$ cat config.mk
export PLATFORM = sky130hd
export DESIGN_NAME = wbc_top
export DESIGN_NICKNAME = d
export VERILOG_FILES = /design/src/source/wbc_pkg.sv /design/src/source/wbc_pipe_stage.sv /design/src/source/wbc_complete_arbiter.sv /design/src/source/wbc_reorder_commit.sv /design/src/source/wbc_top.sv
export VERILOG_INCLUDE_DIRS = /design/src /design/src/include
export SDC_FILE = /design/constraint.sdc
export NUM_CORES = 1
export LEC_CHECK = 0
export ABC_AREA = 1
export CAP_MARGIN = 20
export CELL_PAD_IN_SITES_DETAIL_PLACEMENT = 0
export CELL_PAD_IN_SITES_GLOBAL_PLACEMENT = 1
export CORE_ASPECT_RATIO = 0.7
export CORE_MARGIN = 2
export CORE_UTILIZATION = 53
export CTS_CLUSTER_DIAMETER = 30
export DETAILED_ROUTE_END_ITERATION = 10
export DONT_BUFFER_PORTS = 1
export GPL_TIMING_DRIVEN = 0
export HOLD_SLACK_MARGIN = 0.08
export PLACE_DENSITY_LB_ADDON = 0.1
export SLEW_MARGIN = 30
export SYNTH_ARGS = -nofsm -noshare
export SYNTH_HDL_FRONTEND = slang
export SYNTH_SLANG_ARGS = --single-unit
$ cat constraint.sdc
create_clock -name clk -period 7.4 [get_ports clk]
set_input_delay 1.11 -clock clk [delete_from_list [all_inputs] [get_ports clk]]
set_output_delay 1.11 -clock clk [all_outputs]
set_load 0.005 [all_outputs]
$ cat src/include/wbc_params.svh
/*
 * Writeback/commit parameters
 * Pipe count and field widths shared across the stage
 */

`ifndef WBC_PARAMS_SVH
`define WBC_PARAMS_SVH

// Execute pipes feeding the completion port
`define WBC_NUM_PIPES 3

// Sequence number width, reorder depth is 2**WBC_SEQ_BITS
`define WBC_SEQ_BITS 3

// Architectural register index
`define WBC_ADDR_BITS 5

// Write data and pc
`define WBC_DATA_BITS 32

`endif

$ cat src/source/wbc_pkg.sv
/*
 * Writeback/commit shared types
 * Field types for pc, data, register index and sequence number
 */

`default_nettype none

package wbc_pkg;

  `include "wbc_params.svh"

  // ----------------------------------------------------------
  // Field types
  // ----------------------------------------------------------

  // Program-order tag, wraps through the reorder space
  typedef logic [`WBC_SEQ_BITS-1:0]  seq_t;

  // Destination register index
  typedef logic [`WBC_ADDR_BITS-1:0] reg_addr_t;

  // Pc or write data
  typedef logic [`WBC_DATA_BITS-1:0] word_t;

  // ----------------------------------------------------------
  // Reorder entry state
  // ----------------------------------------------------------

  // Empty slot, or completion parked until its turn to commit
  typedef enum logic {
    ENTRY_EMPTY = 1'b0,
    ENTRY_DONE  = 1'b1
  } entry_state_e;

endpackage

`default_nettype wire

$ cat src/source/wbc_pipe_stage.sv
/*
 * Execute pipe holding stage
 * One-entry buffer between an execute pipe and the completion arbiter
 */

`timescale 1ns/1ps
`default_nettype none

module wbc_pipe_stage
  import wbc_pkg::*;
(
  input  logic      clk,
  input  logic      rst_n,

  // Execute side
  input  logic      in_val,
  output logic      in_rdy,
  input  word_t     in_pc,
  input  seq_t      in_seq_num,
  input  reg_addr_t in_waddr,
  input  word_t     in_wdata,
  input  logic      in_wen,

  // Arbiter side
  input  logic      grant,
  output logic      held_val,
  output word_t     held_pc,
  output seq_t      held_seq_num,
  output reg_addr_t held_waddr,
  output word_t     held_wdata,
  output logic      held_wen
);

  logic load;

  // Free slot, or the current item leaves this cycle
  assign in_rdy = !held_val || grant;
  assign load   = in_val && in_rdy;

  // Occupancy, reload wins over drain
  always_ff @(posedge clk) begin
    if (!rst_n) begin
      held_val <= 1'b0;
    end else if (load) begin
      held_val <= 1'b1;
    end else if (grant) begin
      held_val <= 1'b0;
    end
  end

  // Payload only moves on a handshake
  always_ff @(posedge clk) begin
    if (load) begin
      held_pc      <= in_pc;
      held_seq_num <= in_seq_num;
      held_waddr   <= in_waddr;
      held_wdata   <= in_wdata;
      held_wen     <= in_wen;
    end
  end

endmodule

`default_nettype wire

$ cat src/source/wbc_complete_arbiter.sv
/*
 * Completion arbiter
 * Round-robin pick among held pipe stages, one registered completion per cycle
 */

`timescale 1ns/1ps
`default_nettype none

`include "wbc_params.svh"

module wbc_complete_arbiter
  import wbc_pkg::*;
(
  input  logic                      clk,
  input  logic                      rst_n,

  // From the pipe stages
  input  logic [`WBC_NUM_PIPES-1:0] held_val,
  input  word_t                     held_pc      [`WBC_NUM_PIPES],
  input  seq_t                      held_seq_num [`WBC_NUM_PIPES],
  input  reg_addr_t                 held_waddr   [`WBC_NUM_PIPES],
  input  word_t                     held_wdata   [`WBC_NUM_PIPES],
  input  logic [`WBC_NUM_PIPES-1:0] held_wen,
  output logic [`WBC_NUM_PIPES-1:0] grant,

  // Completion notification
  output logic                      complete_val,
  output word_t                     complete_pc,
  output seq_t                      complete_seq_num,
  output reg_addr_t                 complete_waddr,
  output word_t                     complete_wdata,
  output logic                      complete_wen
);

  // Keep at least one pointer bit for a single pipe
  localparam int PTR_BITS = (`WBC_NUM_PIPES > 1) ? $clog2(`WBC_NUM_PIPES) : 1;

  logic [PTR_BITS-1:0] rr_ptr;
  logic [PTR_BITS-1:0] sel;
  logic                found;

  // ----------------------------------------------------------
  // Selection, first requester at or after the pointer
  // ----------------------------------------------------------

  always_comb begin
    int idx;
    found = 1'b0;
    sel   = '0;
    for (int i = 0; i < `WBC_NUM_PIPES; i++) begin
      idx = (int'(rr_ptr) + i) % `WBC_NUM_PIPES;
      if (!found && held_val[idx]) begin
        found = 1'b1;
        sel   = PTR_BITS'(idx);
      end
    end
  end

  // One-hot grant back to the stages
  always_comb begin
    grant = '0;
    if (found) begin
      grant[sel] = 1'b1;
    end
  end

  // ----------------------------------------------------------
  // Registered completion and pointer update
  // ----------------------------------------------------------

  always_ff @(posedge clk) begin
    if (!rst_n) begin
      complete_val <= 1'b0;
      rr_ptr       <= '0;
    end else begin
      complete_val <= found;
      if (found) begin
        // Next search starts just past the winner
        rr_ptr <= (sel == PTR_BITS'(`WBC_NUM_PIPES - 1)) ? '0 : sel + 1'b1;
      end
    end
  end

  always_ff @(posedge clk) begin
    if (found) begin
      complete_pc      <= held_pc[sel];
      complete_seq_num <= held_seq_num[sel];
      complete_waddr   <= held_waddr[sel];
      complete_wdata   <= held_wdata[sel];
      complete_wen     <= held_wen[sel];
    end
  end

endmodule

`default_nettype wire

$ cat src/source/wbc_reorder_commit.sv
/*
 * Reorder and commit
 * Parks completions by sequence number and commits them in program order
 */

`timescale 1ns/1ps
`default_nettype none

`include "wbc_params.svh"

module wbc_reorder_commit
  import wbc_pkg::*;
(
  input  logic      clk,
  input  logic      rst_n,

  // Completion notification, always accepted
  input  logic      complete_val,
  input  word_t     complete_pc,
  input  seq_t      complete_seq_num,
  input  reg_addr_t complete_waddr,
  input  word_t     complete_wdata,
  input  logic      complete_wen,

  // Commit notification
  output logic      commit_val,
  output word_t     commit_pc,
  output seq_t      commit_seq_num,
  output reg_addr_t commit_waddr,
  output word_t     commit_wdata,
  output logic      commit_wen
);

  // One slot per sequence number
  localparam int DEPTH = 1 << `WBC_SEQ_BITS;

  // ----------------------------------------------------------
  // Entry storage
  // ----------------------------------------------------------

  entry_state_e state     [DEPTH];
  word_t        pc_mem    [DEPTH];
  reg_addr_t    waddr_mem [DEPTH];
  word_t        wdata_mem [DEPTH];
  logic         wen_mem   [DEPTH];

  // Oldest uncommitted instruction
  seq_t         commit_ptr;
  logic         head_done;

  assign head_done = (state[commit_ptr] == ENTRY_DONE);

  // Slot state, commit clears the head, completion marks its slot
  always_ff @(posedge clk) begin
    if (!rst_n) begin
      for (int i = 0; i < DEPTH; i++) begin
        state[i] <= ENTRY_EMPTY;
      end
    end else begin
      if (head_done) begin
        state[commit_ptr] <= ENTRY_EMPTY;
      end
      if (complete_val) begin
        state[complete_seq_num] <= ENTRY_DONE;
      end
    end
  end

  // Payload written by sequence number
  always_ff @(posedge clk) begin
    if (complete_val) begin
      pc_mem[complete_seq_num]    <= complete_pc;
      waddr_mem[complete_seq_num] <= complete_waddr;
      wdata_mem[complete_seq_num] <= complete_wdata;
      wen_mem[complete_seq_num]   <= complete_wen;
    end
  end

  // ----------------------------------------------------------
  // In-order commit
  // ----------------------------------------------------------

  // Pointer wraps through the sequence space on its own width
  always_ff @(posedge clk) begin
    if (!rst_n) begin
      commit_val <= 1'b0;
      commit_ptr <= '0;
    end else begin
      commit_val <= head_done;
      if (head_done) begin
        commit_ptr <= commit_ptr + 1'b1;
      end
    end
  end

  // Registered commit record
  always_ff @(posedge clk) begin
    if (head_done) begin
      commit_pc      <= pc_mem[commit_ptr];
      commit_seq_num <= commit_ptr;
      commit_waddr   <= waddr_mem[commit_ptr];
      commit_wdata   <= wdata_mem[commit_ptr];
      commit_wen     <= wen_mem[commit_ptr];
    end
  end

endmodule

`default_nettype wire

$ cat src/source/wbc_top.sv
/*
 * Writeback and commit stage
 * Pipe holding stages, completion arbiter and in-order commit
 */

`timescale 1ns/1ps
`default_nettype none

`include "wbc_params.svh"

module wbc_top
  import wbc_pkg::*;
(
  input  logic                      clk,
  input  logic                      rst_n,

  // Execute pipes
  input  logic [`WBC_NUM_PIPES-1:0] x_val,
  output logic [`WBC_NUM_PIPES-1:0] x_rdy,
  input  word_t                     x_pc      [`WBC_NUM_PIPES],
  input  seq_t                      x_seq_num [`WBC_NUM_PIPES],
  input  reg_addr_t                 x_waddr   [`WBC_NUM_PIPES],
  input  word_t                     x_wdata   [`WBC_NUM_PIPES],
  input  logic [`WBC_NUM_PIPES-1:0] x_wen,

  // Completion notification, pc stays internal
  output logic                      complete_val,
  output seq_t                      complete_seq_num,
  output reg_addr_t                 complete_waddr,
  output word_t                     complete_wdata,
  output logic                      complete_wen,

  // Commit notification
  output logic                      commit_val,
  output word_t                     commit_pc,
  output seq_t                      commit_seq_num,
  output reg_addr_t                 commit_waddr,
  output word_t                     commit_wdata,
  output logic                      commit_wen
);

  // ----------------------------------------------------------
  // Stage to arbiter wires
  // ----------------------------------------------------------

  logic [`WBC_NUM_PIPES-1:0] held_val;
  word_t                     held_pc      [`WBC_NUM_PIPES];
  seq_t                      held_seq_num [`WBC_NUM_PIPES];
  reg_addr_t                 held_waddr   [`WBC_NUM_PIPES];
  word_t                     held_wdata   [`WBC_NUM_PIPES];
  logic [`WBC_NUM_PIPES-1:0] held_wen;
  logic [`WBC_NUM_PIPES-1:0] grant;

  // Only the reorder block sees the completion pc
  word_t                     complete_pc;

  // One holding stage per execute pipe
  for (genvar p = 0; p < `WBC_NUM_PIPES; p++) begin : g_stage
    wbc_pipe_stage stage_i (
      .clk          (clk),
      .rst_n        (rst_n),
      .in_val       (x_val[p]),
      .in_rdy       (x_rdy[p]),
      .in_pc        (x_pc[p]),
      .in_seq_num   (x_seq_num[p]),
      .in_waddr     (x_waddr[p]),
      .in_wdata     (x_wdata[p]),
      .in_wen       (x_wen[p]),
      .grant        (grant[p]),
      .held_val     (held_val[p]),
      .held_pc      (held_pc[p]),
      .held_seq_num (held_seq_num[p]),
      .held_waddr   (held_waddr[p]),
      .held_wdata   (held_wdata[p]),
      .held_wen     (held_wen[p])
    );
  end

  wbc_complete_arbiter arbiter_i (
    .clk              (clk),
    .rst_n            (rst_n),
    .held_val         (held_val),
    .held_pc          (held_pc),
    .held_seq_num     (held_seq_num),
    .held_waddr       (held_waddr),
    .held_wdata       (held_wdata),
    .held_wen         (held_wen),
    .grant            (grant),
    .complete_val     (complete_val),
    .complete_pc      (complete_pc),
    .complete_seq_num (complete_seq_num),
    .complete_waddr   (complete_waddr),
    .complete_wdata   (complete_wdata),
    .complete_wen     (complete_wen)
  );

  wbc_reorder_commit reorder_i (
    .clk              (clk),
    .rst_n            (rst_n),
    .complete_val     (complete_val),
    .complete_pc      (complete_pc),
    .complete_seq_num (complete_seq_num),
    .complete_waddr   (complete_waddr),
    .complete_wdata   (complete_wdata),
    .complete_wen     (complete_wen),
    .commit_val       (commit_val),
    .commit_pc        (commit_pc),
    .commit_seq_num   (commit_seq_num),
    .commit_waddr     (commit_waddr),
    .commit_wdata     (commit_wdata),
    .commit_wen       (commit_wen)
  );

endmodule

`default_nettype wire

**After elaboration in Yosys (flattened, before gate mapping)**

Memory sizes are Yosys's and may differ from the RTL's. A register that Yosys moved wholly into a read port is not among the register bits.
Cells that the tools add are included.

- Input port bits: 224
- Word-level logic and storage cells: 122
- Register bits after elaboration: 305
- Bits in writable memories: 568
- Memories: 5
- Output and inout port bits: 119

- Div/mod/pow operators: 3
- Eq/ne operators: 1
- Reduce and logical (&&, ||, !) cells: 19
- Magnitude comparators: 6
- Add/sub/neg operators: 4
- Muxes and demuxes: 55
- Bitwise operators: 1

Memory list:

| memory | words | bits a word | rd ports | clocked after Yosys merged registers in | write ports | line | text |
|---|---|---|---|---|---|---|---|
| reorder_i.pc_mem | 8 | 32 | 1 | 1 | 1 | wbc_reorder_commit.sv:42 | `word_t pc_mem [DEPTH];` |
| reorder_i.wdata_mem | 8 | 32 | 1 | 1 | 1 | wbc_reorder_commit.sv:44 | `word_t wdata_mem [DEPTH];` |
| reorder_i.waddr_mem | 8 | 5 | 1 | 1 | 1 | wbc_reorder_commit.sv:43 | `reg_addr_t waddr_mem [DEPTH];` |
| reorder_i.state | 8 | 1 | 1 | 1 | 8 | wbc_reorder_commit.sv:41 | `entry_state_e state [DEPTH];` |
| reorder_i.wen_mem | 8 | 1 | 1 | 1 | 1 | wbc_reorder_commit.sv:45 | `logic wen_mem [DEPTH];` |

Operators with widths:

| operator | count |
|---|---|
| $bmux W32 S2 | 2 |
| $mux W32 | 4 |
| $lt A32 B4 Y1 const B | 3 |
| $mod A32 B3 Y32 const B | 2 |
| $mod A3 B3 Y32 const B | 1 |
| $mux W1 | 29 |
| $mux W3 | 7 |
| $bmux W5 S2 | 1 |
| $mux W5 | 2 |
| $bmux W1 S2 | 4 |
| $mux W2 | 4 |
| $bmux W3 S2 | 1 |
| $logic_and A1 B1 Y1 | 6 |
| $reduce_bool A2 Y1 | 3 |
| $logic_not A1 Y1 | 5 |
| $add A2 B1 Y3 const B | 1 |
| $add A2 B2 Y3 const B | 1 |
| $add A3 B1 Y3 const B | 1 |
| $ge A3 B3 Y1 const B | 1 |
| $logic_or A1 B1 Y1 | 3 |
| $lt A2 B3 Y1 const B | 1 |
| $not A2 Y3 | 1 |
| $add A2 B1 Y2 const B | 1 |
| $demux W1 S2 | 1 |
| other kinds (3) | 4 |

**Depth between registers and ports, before layout**

Gate-level depths: netlist (run 1).

- Depth after elaboration: 19
- Mapped depth: 15
- Mapped depth without buffers: 13

**By module**

Synthesis (run 1) repeated with hierarchy kept, for this count alone.

- Cells, all modules: 2259
- Area, all modules: 34489.3 um^2

By module, submodules not included:

| module | sequential area each (um^2) | area each (um^2) | instances | cells an instance |
|---|---|---|---|---|
| wbc_reorder_commit | 19308.5 | 23526.3 | 1 | 1542 |
| wbc_pipe_stage | 2212.1 | 2243.4 | 3 | 80 |
| wbc_complete_arbiter | 2252.2 | 4232.8 | 1 | 477 |

**Least setup slack after synthesis (run 1)**

No wires, ideal clock.

- Path type: register to register
- Start: register arbiter_i.rr_ptr[0]
- End: register g_stage[2].stage_i.held_pc[0], enable pin
- Setup slack: 1.710 ns
- Stages on the path, launching flop included: 12
- Arrival: 5.162 ns
- Path through: dfxtp_1 -> inv_1 -> ha_1 -> inv_2 -> nor2_1 -> nand2_1 -> nand2_1 -> nand4_1 -> nand2_2 -> buf_2 -> nand2_1 -> a21oi_1

- Longest elaborated chain between the ends: 18

Ends and longest elaborated chain:

| what | line | text |
|---|---|---|
| from (decl) | wbc_complete_arbiter.sv:38 | `logic [PTR_BITS-1:0] rr_ptr;` |
| from (signal assigned) | wbc_complete_arbiter.sv:79 | `` rr_ptr <= (sel == PTR_BITS'(`WBC_NUM_PIPES - 1)) ? '0 : sel + 1'b1; `` |
| branches (longest 15 deep; another with $mod A32 B3 Y32) | -- |  |
| $mux W3 (*) | wbc_complete_arbiter.sv:62 | `if (found) begin` |
| $logic_or A1 B1 Y1 (*) | wbc_pipe_stage.sv:37 | `assign in_rdy = !held_val \|\| grant;` |
| $logic_and A1 B1 Y1 (*) | wbc_pipe_stage.sv:38 | `assign load = in_val && in_rdy;` |
| net g_stage[2].stage_i.load | wbc_pipe_stage.sv:34 | `logic load;` |
| to (signal assigned) | wbc_pipe_stage.sv:54 | `held_pc <= in_pc;` |
| to (decl) | wbc_pipe_stage.sv:27 | `output word_t held_pc,` |

Mark *: on every way through the listed nets, which the timed path passes. The select of a mux whose other input is x is not followed.
A chain may end at the register's enable or synchronous reset.

**Worst setup path after layout (run 1)**

- Start: register arbiter_i.rr_ptr[0]
- End: output port x_rdy[2]

- Longest elaborated chain between the ends: 17

Ends and longest elaborated chain:

| what | line | text |
|---|---|---|
| branches (longest 15 deep; another with $mod A32 B3 Y32) | -- |  |
| $mux W3 (*) | wbc_complete_arbiter.sv:62 |  |
| $logic_or A1 B1 Y1 (*) | wbc_pipe_stage.sv:37 |  |
| to (decl) | wbc_top.sv:19 | `` output logic [`WBC_NUM_PIPES-1:0] x_rdy, `` |

Mark *: on every way between the ends. The select of a mux whose other input is x is not followed.

==> results.json, run 1 <==
{
  "status": "finished, final reports clean",
  "area_delta_synth_final_pct": 21.2,
  "place_ws_ns": 3.94,
  "syn_avg_cell_area_um2": 16.6,
  "wl_per_cell_um": 28.7,
  "synth_edf_count": 925,
  "power.density_nw_per_um2": 487,
  "critPathArrivalTime_ns": 3.11,
  "grt_pass1_wl_um": 129000,
  "start_util_pct": 53.4,
  "fin_crit_ns": 4.22,
  "yosys_warnings": 0,
  "power_leakage_nw": 14.0,
  "pin_count": 343,
  "critPathLaunchType": "flop",
  "finalPower_mw": 19.9,
  "die-area_um2": 65600,
  "setup_slack_ns": 3.18,
  "rsz0062_at_grt": "false",
  "hold_class": "in2reg",
  "core_um2": 63000,
  "io_buffers": 0,
  "period_share_pct": 57.0,
  "synth_top_area_cell": "edfxtp_1",
  "clock.fmax_ghz": 0.237,
  "drive_gt1_share_pct": 16.1,
  "die_w_um": 305,
  "die_h_um": 215,
  "dpl.hpwl_um": 61300,
  "place_area_um2": 36300,
  "grt-ovfl-total": 0,
  "peakVddDrop_mv": 0.340,
  "drt_iter0_markers": 2082,
  "worstSetupEndpointType": "output port",
  "grt_max_degree": 42,
  "drt_pre_antenna_iters": 5,
  "cts.repair.resized": 0,
  "worstPathRequired_ns": 6.29,
  "syn_nets": 2257,
  "netlist_top_cells_count": "925 x edfxtp_1, 460 x nand2_1, 97 x nand3_1, 80 x a22oi_1, 63 x nand4_1",
  "final-hold-violation-count": 0,
  "grt_pass1_vias": 18200,
  "antenna_found_initial": 8,
  "clk_pin_slew_worst_paths_ns": 0.05,
  "multiInputGateArea_um2": 4890,
  "tightestPinTransition_ns": 1.11,
  "syn_inst": 2028,
  "drv_slew": 0,
  "layout.nets": 2459,
  "yosysMostFrequentCell": "edfxtp_1",
  "synth_ff_type": "edfxtp_1",
  "final_cell_count_no_fill": 3174,
  "cts_root_buffer": "clkbuf_16",
  "dp.cells": 2915,
  "synthesis.area_um2": 33700,
  "postRouteAntennaNets": 0,
  "fin_tns_setup_ns": 0,
  "yosysTopAreaCellShare_pct": 82.5,
  "finalWirelength_um": 91100,
  "clk_latency_ns": 0.71,
  "cp_slowest_stage_delay_ns": 0.44,
  "clock_path_buffers": 3,
  "grt_util_all_layers_pct": 28.1,
  "rows": 77,
  "ys_types": 33,
  "vias": 18600,
  "synthArstFlopShare_pct": 0,
  "gp_congestion": 0.813,
  "synth_area_leaders": "edfxtp_1 83%, nand2_1 5.1%, a22oi_1 1.8%",
  "cts_tree": "built",
  "relSlewSlack_pct": 26.2,
  "fillCellCount": 4392,
  "cts_setup_buffers": 0,
  "final-seq-area_um2": 28200,
  "cp_slowest_cell": "ha_1",
  "crit_top_cell": "nand2_1",
  "worstPathCellList": "inv_1, ha_1, inv_2, nand2_1, nand3_1, nand2_1, nand4_1, nand2_2, buf_2, nand2_1, nand2_1, buf_4",
  "cts_buffers": 142,
  "finClkSkew_ns": 0.0225,
  "drt-vias-per-instance": 5.87,
  "ys_seq_elements": 946,
  "fin_util_pct": 64.8,
  "fin_area_um2": 40800,
  "fin_hold_ws_ns": 0.494,
  "cts_hold_buf": 0,
  "drcViolationCount": 0,
  "htreeDepth": 4,
  "maxCapViolations": 0,
  "critPathKind": "reg2out",
  "synth-seq-area-share_pct": 83.8,
  "setup_violations": 0,
  "clock-sinks": 946,
  "critPathMaxFanout": 10
}
## layer usage
| metal | up-vias | GRT usage (%) | wire length [um] |
|---|---|---|---|
| met4 | 6 | 8.34 | 1870 |
| li1 | 8155 | - | - |
| met5 | - | 0 | 30 |
| met1 | 9355 | 41.1 | 38700 |
| met2 | 981 | 41.7 | 41000 |
| met3 | 129 | 7.84 | 9470 |
## placed cells by master, fill, tap and decap left out, types with 8 or more instances in the layout
cell / instances
a21oi_1: 30
a221oi_1: 54
a22o_1: 24
a22oi_1: 80
buf_12: 10
buf_16: 44
buf_2: 21
bufinv_16: 8
clkbuf_1: 58
clkbuf_16: 149
clkbuf_2: 11
clkinv_1: 20
clkinv_2: 20
clkinvlp_4: 14
dfxtp_1: 21
edfxtp_1: 925
inv_1: 51
inv_6: 12
nand2_1: 460
nand2_2: 40
nand3_1: 96
nand4_1: 63
nor2_1: 33
nor2_4: 9
o21ai_0: 24
o2bb2ai_1: 8
## state kept, by name, summed over array words and instances, names as in the netlist, 9 cells and up, named ones only
signal and count:
reorder_i.pc_mem 256, reorder_i.waddr_mem 40, reorder_i.commit_pc 32, arbiter_i.complete_wdata 32, g_stage.stage_i.held_waddr 15, reorder_i.commit_wdata 32, arbiter_i.complete_pc 32, reorder_i.wdata_mem 256
g_stage.stage_i.held_wdata 96, g_stage.stage_i.held_pc 96, g_stage.stage_i.held_seq_num 9
## cell families (layout without fill, tap and decap cells)
family | Yosys count | in the layout | share of synthesized area, %
compound gates | 228 | 228 | 5.00
fa+ha+maj | 5 | 5 | 0.186
buf+inv | 143 | 457 | 2.00
flops | 946 | 946 | 83.8
other cells | 0 | 3 | 0
simple gates | 706 | 706 | 9.06
## final timing paths
path | start | endpoint | slack (ns) | cells after the start
worst max register to register | arbiter_i.rr_ptr[0] | g_stage[0].stage_i.held_pc[17] | 3.98 | 13
worst min register to register | reorder_i.state[0] | reorder_i.state[0] | 0.50 | 2
worst max-delay path | arbiter_i.rr_ptr[0] | x_rdy[2] | 3.18 | 12
worst min-delay path | x_pc[51] | g_stage[1].stage_i.held_pc[19] | 0.49 | 0
## critical path, delay by kind of cell, from the launching register on
kind | cells | cell delay (ns)
adder cells (fa/ha/maj) | 1 | 0.44
flip-flops | 1 | 0.35
AND/OR/NAND/NOR | 7 | 0.97
buffers and inverters | 4 | 0.66
## final cells by class
cell class / instances / share of cell area, %
Antenna cell: 3 / 0.0184
Buffer: 82 / 1.13
Clock buffer: 178 / 9.48
Clock inverter: 78 / 1.65
Inverter: 61 / 0.573
Multi-Input combinational cell: 939 / 12.0
Sequential cell: 946 / 69.1
Tap cell: 829 / 2.54
Timing Repair Buffer: 58 / 3.53
## power breakdown
part	switching (mW)	total, mW	leakage, nW	internal (mW)
Sequential	0.839	8.79	8.79	7.95
Combinational	3.42	4.77	3.07	1.34
Clock	2.31	6.29	2.19	3.98
No activity file was read; power rests on OpenSTA's default activity.
==> run 2, diff against run 1 <==
--- a/config.mk
+++ b/config.mk
@@ -6,13 +6,13 @@
 export SDC_FILE = /design/constraint.sdc
 export NUM_CORES = 1
 export LEC_CHECK = 0
-export ABC_AREA = 1
+export ABC_AREA = 0
 export CAP_MARGIN = 20
 export CELL_PAD_IN_SITES_DETAIL_PLACEMENT = 0
 export CELL_PAD_IN_SITES_GLOBAL_PLACEMENT = 1
 export CORE_ASPECT_RATIO = 0.7
 export CORE_MARGIN = 2
-export CORE_UTILIZATION = 53
+export CORE_UTILIZATION = 54
 export CTS_CLUSTER_DIAMETER = 30
 export DETAILED_ROUTE_END_ITERATION = 10
 export DONT_BUFFER_PORTS = 1
==> constraint.sdc (replaced) <==
create_clock -name clk -period 4.19 [get_ports clk]
set_input_delay 0.6285 -clock clk [delete_from_list [all_inputs] [get_ports clk]]
set_output_delay 0.6285 -clock clk [all_outputs]
set_load 0.005 [all_outputs]
==> run 2 against run 1 <==
Against the previous run: critical path depth fell by 5; via count up 3.1%; highest routed layer unchanged; non-clock buffer count increased by 236; critical path type unchanged; cell count increased by 0.85%; register-to-register slack got worse by 3.2 ns; sequential share of layout area decreased by 4.9 points; critical endpoint is now x_rdy[0]; largest cell class unchanged; total power rose by 62%; worst hold slack worse by 0.049 ns; count of clock-buffer cells in the layout is 9 lower.
==> results.json, run 2 <==
{
  "postRouteAntennaNets": 0,
  "grt-ovfl-total": 0,
  "synthArstFlopShare_pct": 0,
  "relSlewSlack_pct": 31.0,
  "critPathKind": "reg2out",
  "synth_ff_type": "edfxtp_1",
  "cp_slowest_stage_delay_ns": 0.58,
  "fin_area_um2": 43900,
  "rows": 77,
  "final-hold-violation-count": 0,
  "switching_share_pct": 28.5,
  "clock-sinks": 946,
  "fin_util_pct": 69.6,
  "critPathMaxFanout": 10,
  "drcViolationCount": 0,
  "grt_pass1_wl_um": 136000,
  "grt_pass1_vias": 19700,
  "gp_congestion": 0.803,
  "area_delta_synth_final_pct": 27.4,
  "yosys_warnings": 0,
  "pin_count": 343,
  "cts_root_buffer": "clkbuf_16",
  "drt_pre_antenna_iters": 6,
  "setup_slack_ns": 0.491,
  "io_buffers": 0,
  "clock.fmax_ghz": 0.270,
  "top_regs": "reorder_i.pc_mem: 256 flops, reorder_i.wdata_mem: 256 flops",
  "worstPathRequired_ns": 3.56,
  "cts_buffers": 143,
  "layout.nets": 2477,
  "final_common_cell": "edfxtp_1",
  "critPathLaunchType": "flop",
  "core_um2": 63100,
  "die-area_um2": 65900,
  "die_h_um": 215,
  "reg2reg_depth": 9,
  "netlist_top_cells_count": "925 x edfxtp_1, 136 x nor2_1, 132 x a21oi_1, 122 x mux2i_1, 65 x a221oi_1",
  "rsz0062_at_grt": "false",
  "dpl.hpwl_um": 60600,
  "p_int_mw": 22.9,
  "die_w_um": 306,
  "clk_pin_slew_worst_paths_ns": 0.05,
  "grt_util_all_layers_pct": 29.3,
  "peakVddDrop_mv": 0.517,
  "worstSetupEndpointType": "output port",
  "period_share_pct": 88.3,
  "drt-vias-per-instance": 6.00,
  "status": "finished, final reports clean",
  "vias": 19200,
  "clk_latency_ns": 0.71,
  "power.density_nw_per_um2": 731,
  "pwr-share-clk_pct": 37.6,
  "yosysMostFrequentCell": "edfxtp_1",
  "finalWirelength_um": 95300,
  "syn_avg_cell_area_um2": 18.9,
  "setup_violations": 0,
  "tightestPinTransition_ns": 1.03,
  "cts.repair.resized": 0,
  "combPwrFrac_pct": 16.5,
  "seqPwrFrac_pct": 45.9,
  "synth_top_area_cell": "edfxtp_1",
  "fin_crit_ns": 3.70,
  "final_cell_mix": "925 x edfxtp_1, 227 x dlygate4sd3_1, 153 x clkbuf_16",
  "drt_iter0_markers": 2415,
  "power_leakage_nw": 14.7,
  "maxCapViolations": 0,
  "drv_slew": 0,
  "synthesis.area_um2": 34500,
  "ys_seq_elements": 946,
  "fin_hold_ws_ns": 0.445,
  "place_ws_ns": 0.816,
  "wl_per_cell_um": 29.8,
  "start_util_pct": 54.6,
  "hold_class": "in2reg",
  "antenna_found_initial": 13,
  "critPathArrivalTime_ns": 3.07,
  "finClkSkew_ns": 0.0204,
  "syn_inst": 1827,
  "min_path_cells": 1,
  "cts_tree": "built",
  "ys_types": 55,
  "clock_path_buffers": 3,
  "r2r_setup_slack_ns": 0.76,
  "synth-seq-area-share_pct": 81.8,
  "switching_power_mw": 9.16,
  "fin_tns_setup_ns": 0,
  "synth_edf_count": 925,
  "drive_gt1_share_pct": 17.9,
  "fillCellCount": 3937,
  "yosysTopAreaCellShare_pct": 80.6,
  "grt_max_degree": 45,
  "synth_area_leaders": "edfxtp_1 81%, mux2i_1 3.5%, a21oi_1 1.9%",
  "worstPathCellList": "inv_1, ha_1, clkbuf_1, mux2i_1, nor3b_2, o31ai_2, buf_4",
  "place_area_um2": 36700,
  "syn_nets": 2056,
  "cp_slowest_cell": "nor3b_2",
  "htreeDepth": 4
}
==> run 2: changes by cell type after synthesis, sizes merged, moves of 21 or more <==
cell | previous run | this run
nand2 | 500 | 29
mux2i | 0 | 125
a21oi | 33 | 133
nor2 | 43 | 136
nand3 | 98 | 7
nand4 | 63 | 0
inv | 58 | 10
mux2 | 0 | 42
a22oi | 80 | 50
a221o | 0 | 27
buf | 40 | 61
==> run 2: area by class of cell <==
type	count	area, um^2	share of cell area (%)
clock buffer	169	3900	8.88
multi-input combinational	771	5830	13.3
tap	829	1040	2.36
sequential	946	28200	64.2
inverter	10	47.5	0.108
timing repair buffer	276	3320	7.57
buffer	100	502	1.14
antenna	9	22.5	0.0513
clock inverter	91	1030	2.35
==> run 2: routing by layer <==
metal,global-route usage (%),vias up,share of wire [%]
met4,9.08,2,2.2
met1,40.0,9676,40
met5,0,-,0.013
met3,10.2,159,11
li1,-,8287,-
met2,44.9,1077,46
==> run 2: stage by stage <==
| stage | cells | total power, mW |
|---|---|---|
| 3_3_place_gp | 2656 | 19.5 |
| 4_1_cts | 3191 | 32.1 |
| 6_report | 3201 | 32.1 |
| 5_1_grt | 3197 | 33.1 |
| 2_1_floorplan | 1827 | 17.0 |
| 3_5_place_dp | 2704 | 19.9 |
==> run 2: power groups by stage <==
stage	clock network [mW]	logic [mW]	registers (mW)
final	12.1	5.29	14.7
after global routing	12.6	5.61	14.9
after CTS	12.1	5.22	14.7
after detailed placement	0	5.02	14.9
after global placement	0	4.44	15.0
after floorplan	0	2.62	14.4
==> run 2: final timing paths <==
path,startpoint,to
worst max-delay path,arbiter_i.rr_ptr[0],x_rdy[0]
worst min-delay path,x_val[0],g_stage[0].stage_i.held_waddr[2]
worst max register to register,arbiter_i.rr_ptr[0],g_stage[0].stage_i.held_pc[27]
worst min register to register,reorder_i.commit_ptr[1],reorder_i.commit_seq_num[1]
==> run 2: kinds of logic (layout without fill, tap and decap cells) <==
group | Yosys count | in the layout | share of synthesized area, %
muxes | 186 | 186 | 6.30
buffers and inverters | 110 | 646 | 1.54
adders and majority gates | 5 | 5 | 0.182
other | 0 | 9 | 0
xor gates and xnor gates | 2 | 2 | 0.0508
DFF | 946 | 946 | 81.8
AOI/OAI and AO/OA | 365 | 365 | 7.41
and+or+nand+nor | 213 | 213 | 2.70
==> run 2: worst max-delay path: cells and delay by family (launching register included) <==
kind                     cells  cell delay [ns]
buffers and inverters        3             0.59
AND/OR/NAND/NOR              1             0.58
flip-flops                   1             0.38
multiplexers                 1             0.35
adder cells (fa/ha/maj)      1             0.28
AO/OA/AOI/OAI                1             0.20
==> run 2: timing repair <==
action / 4_1_cts / 5_1_grt
hold endpoints to repair: 227 / 0
hold buffers: 227 / 0
setup buffers: 0 / 0
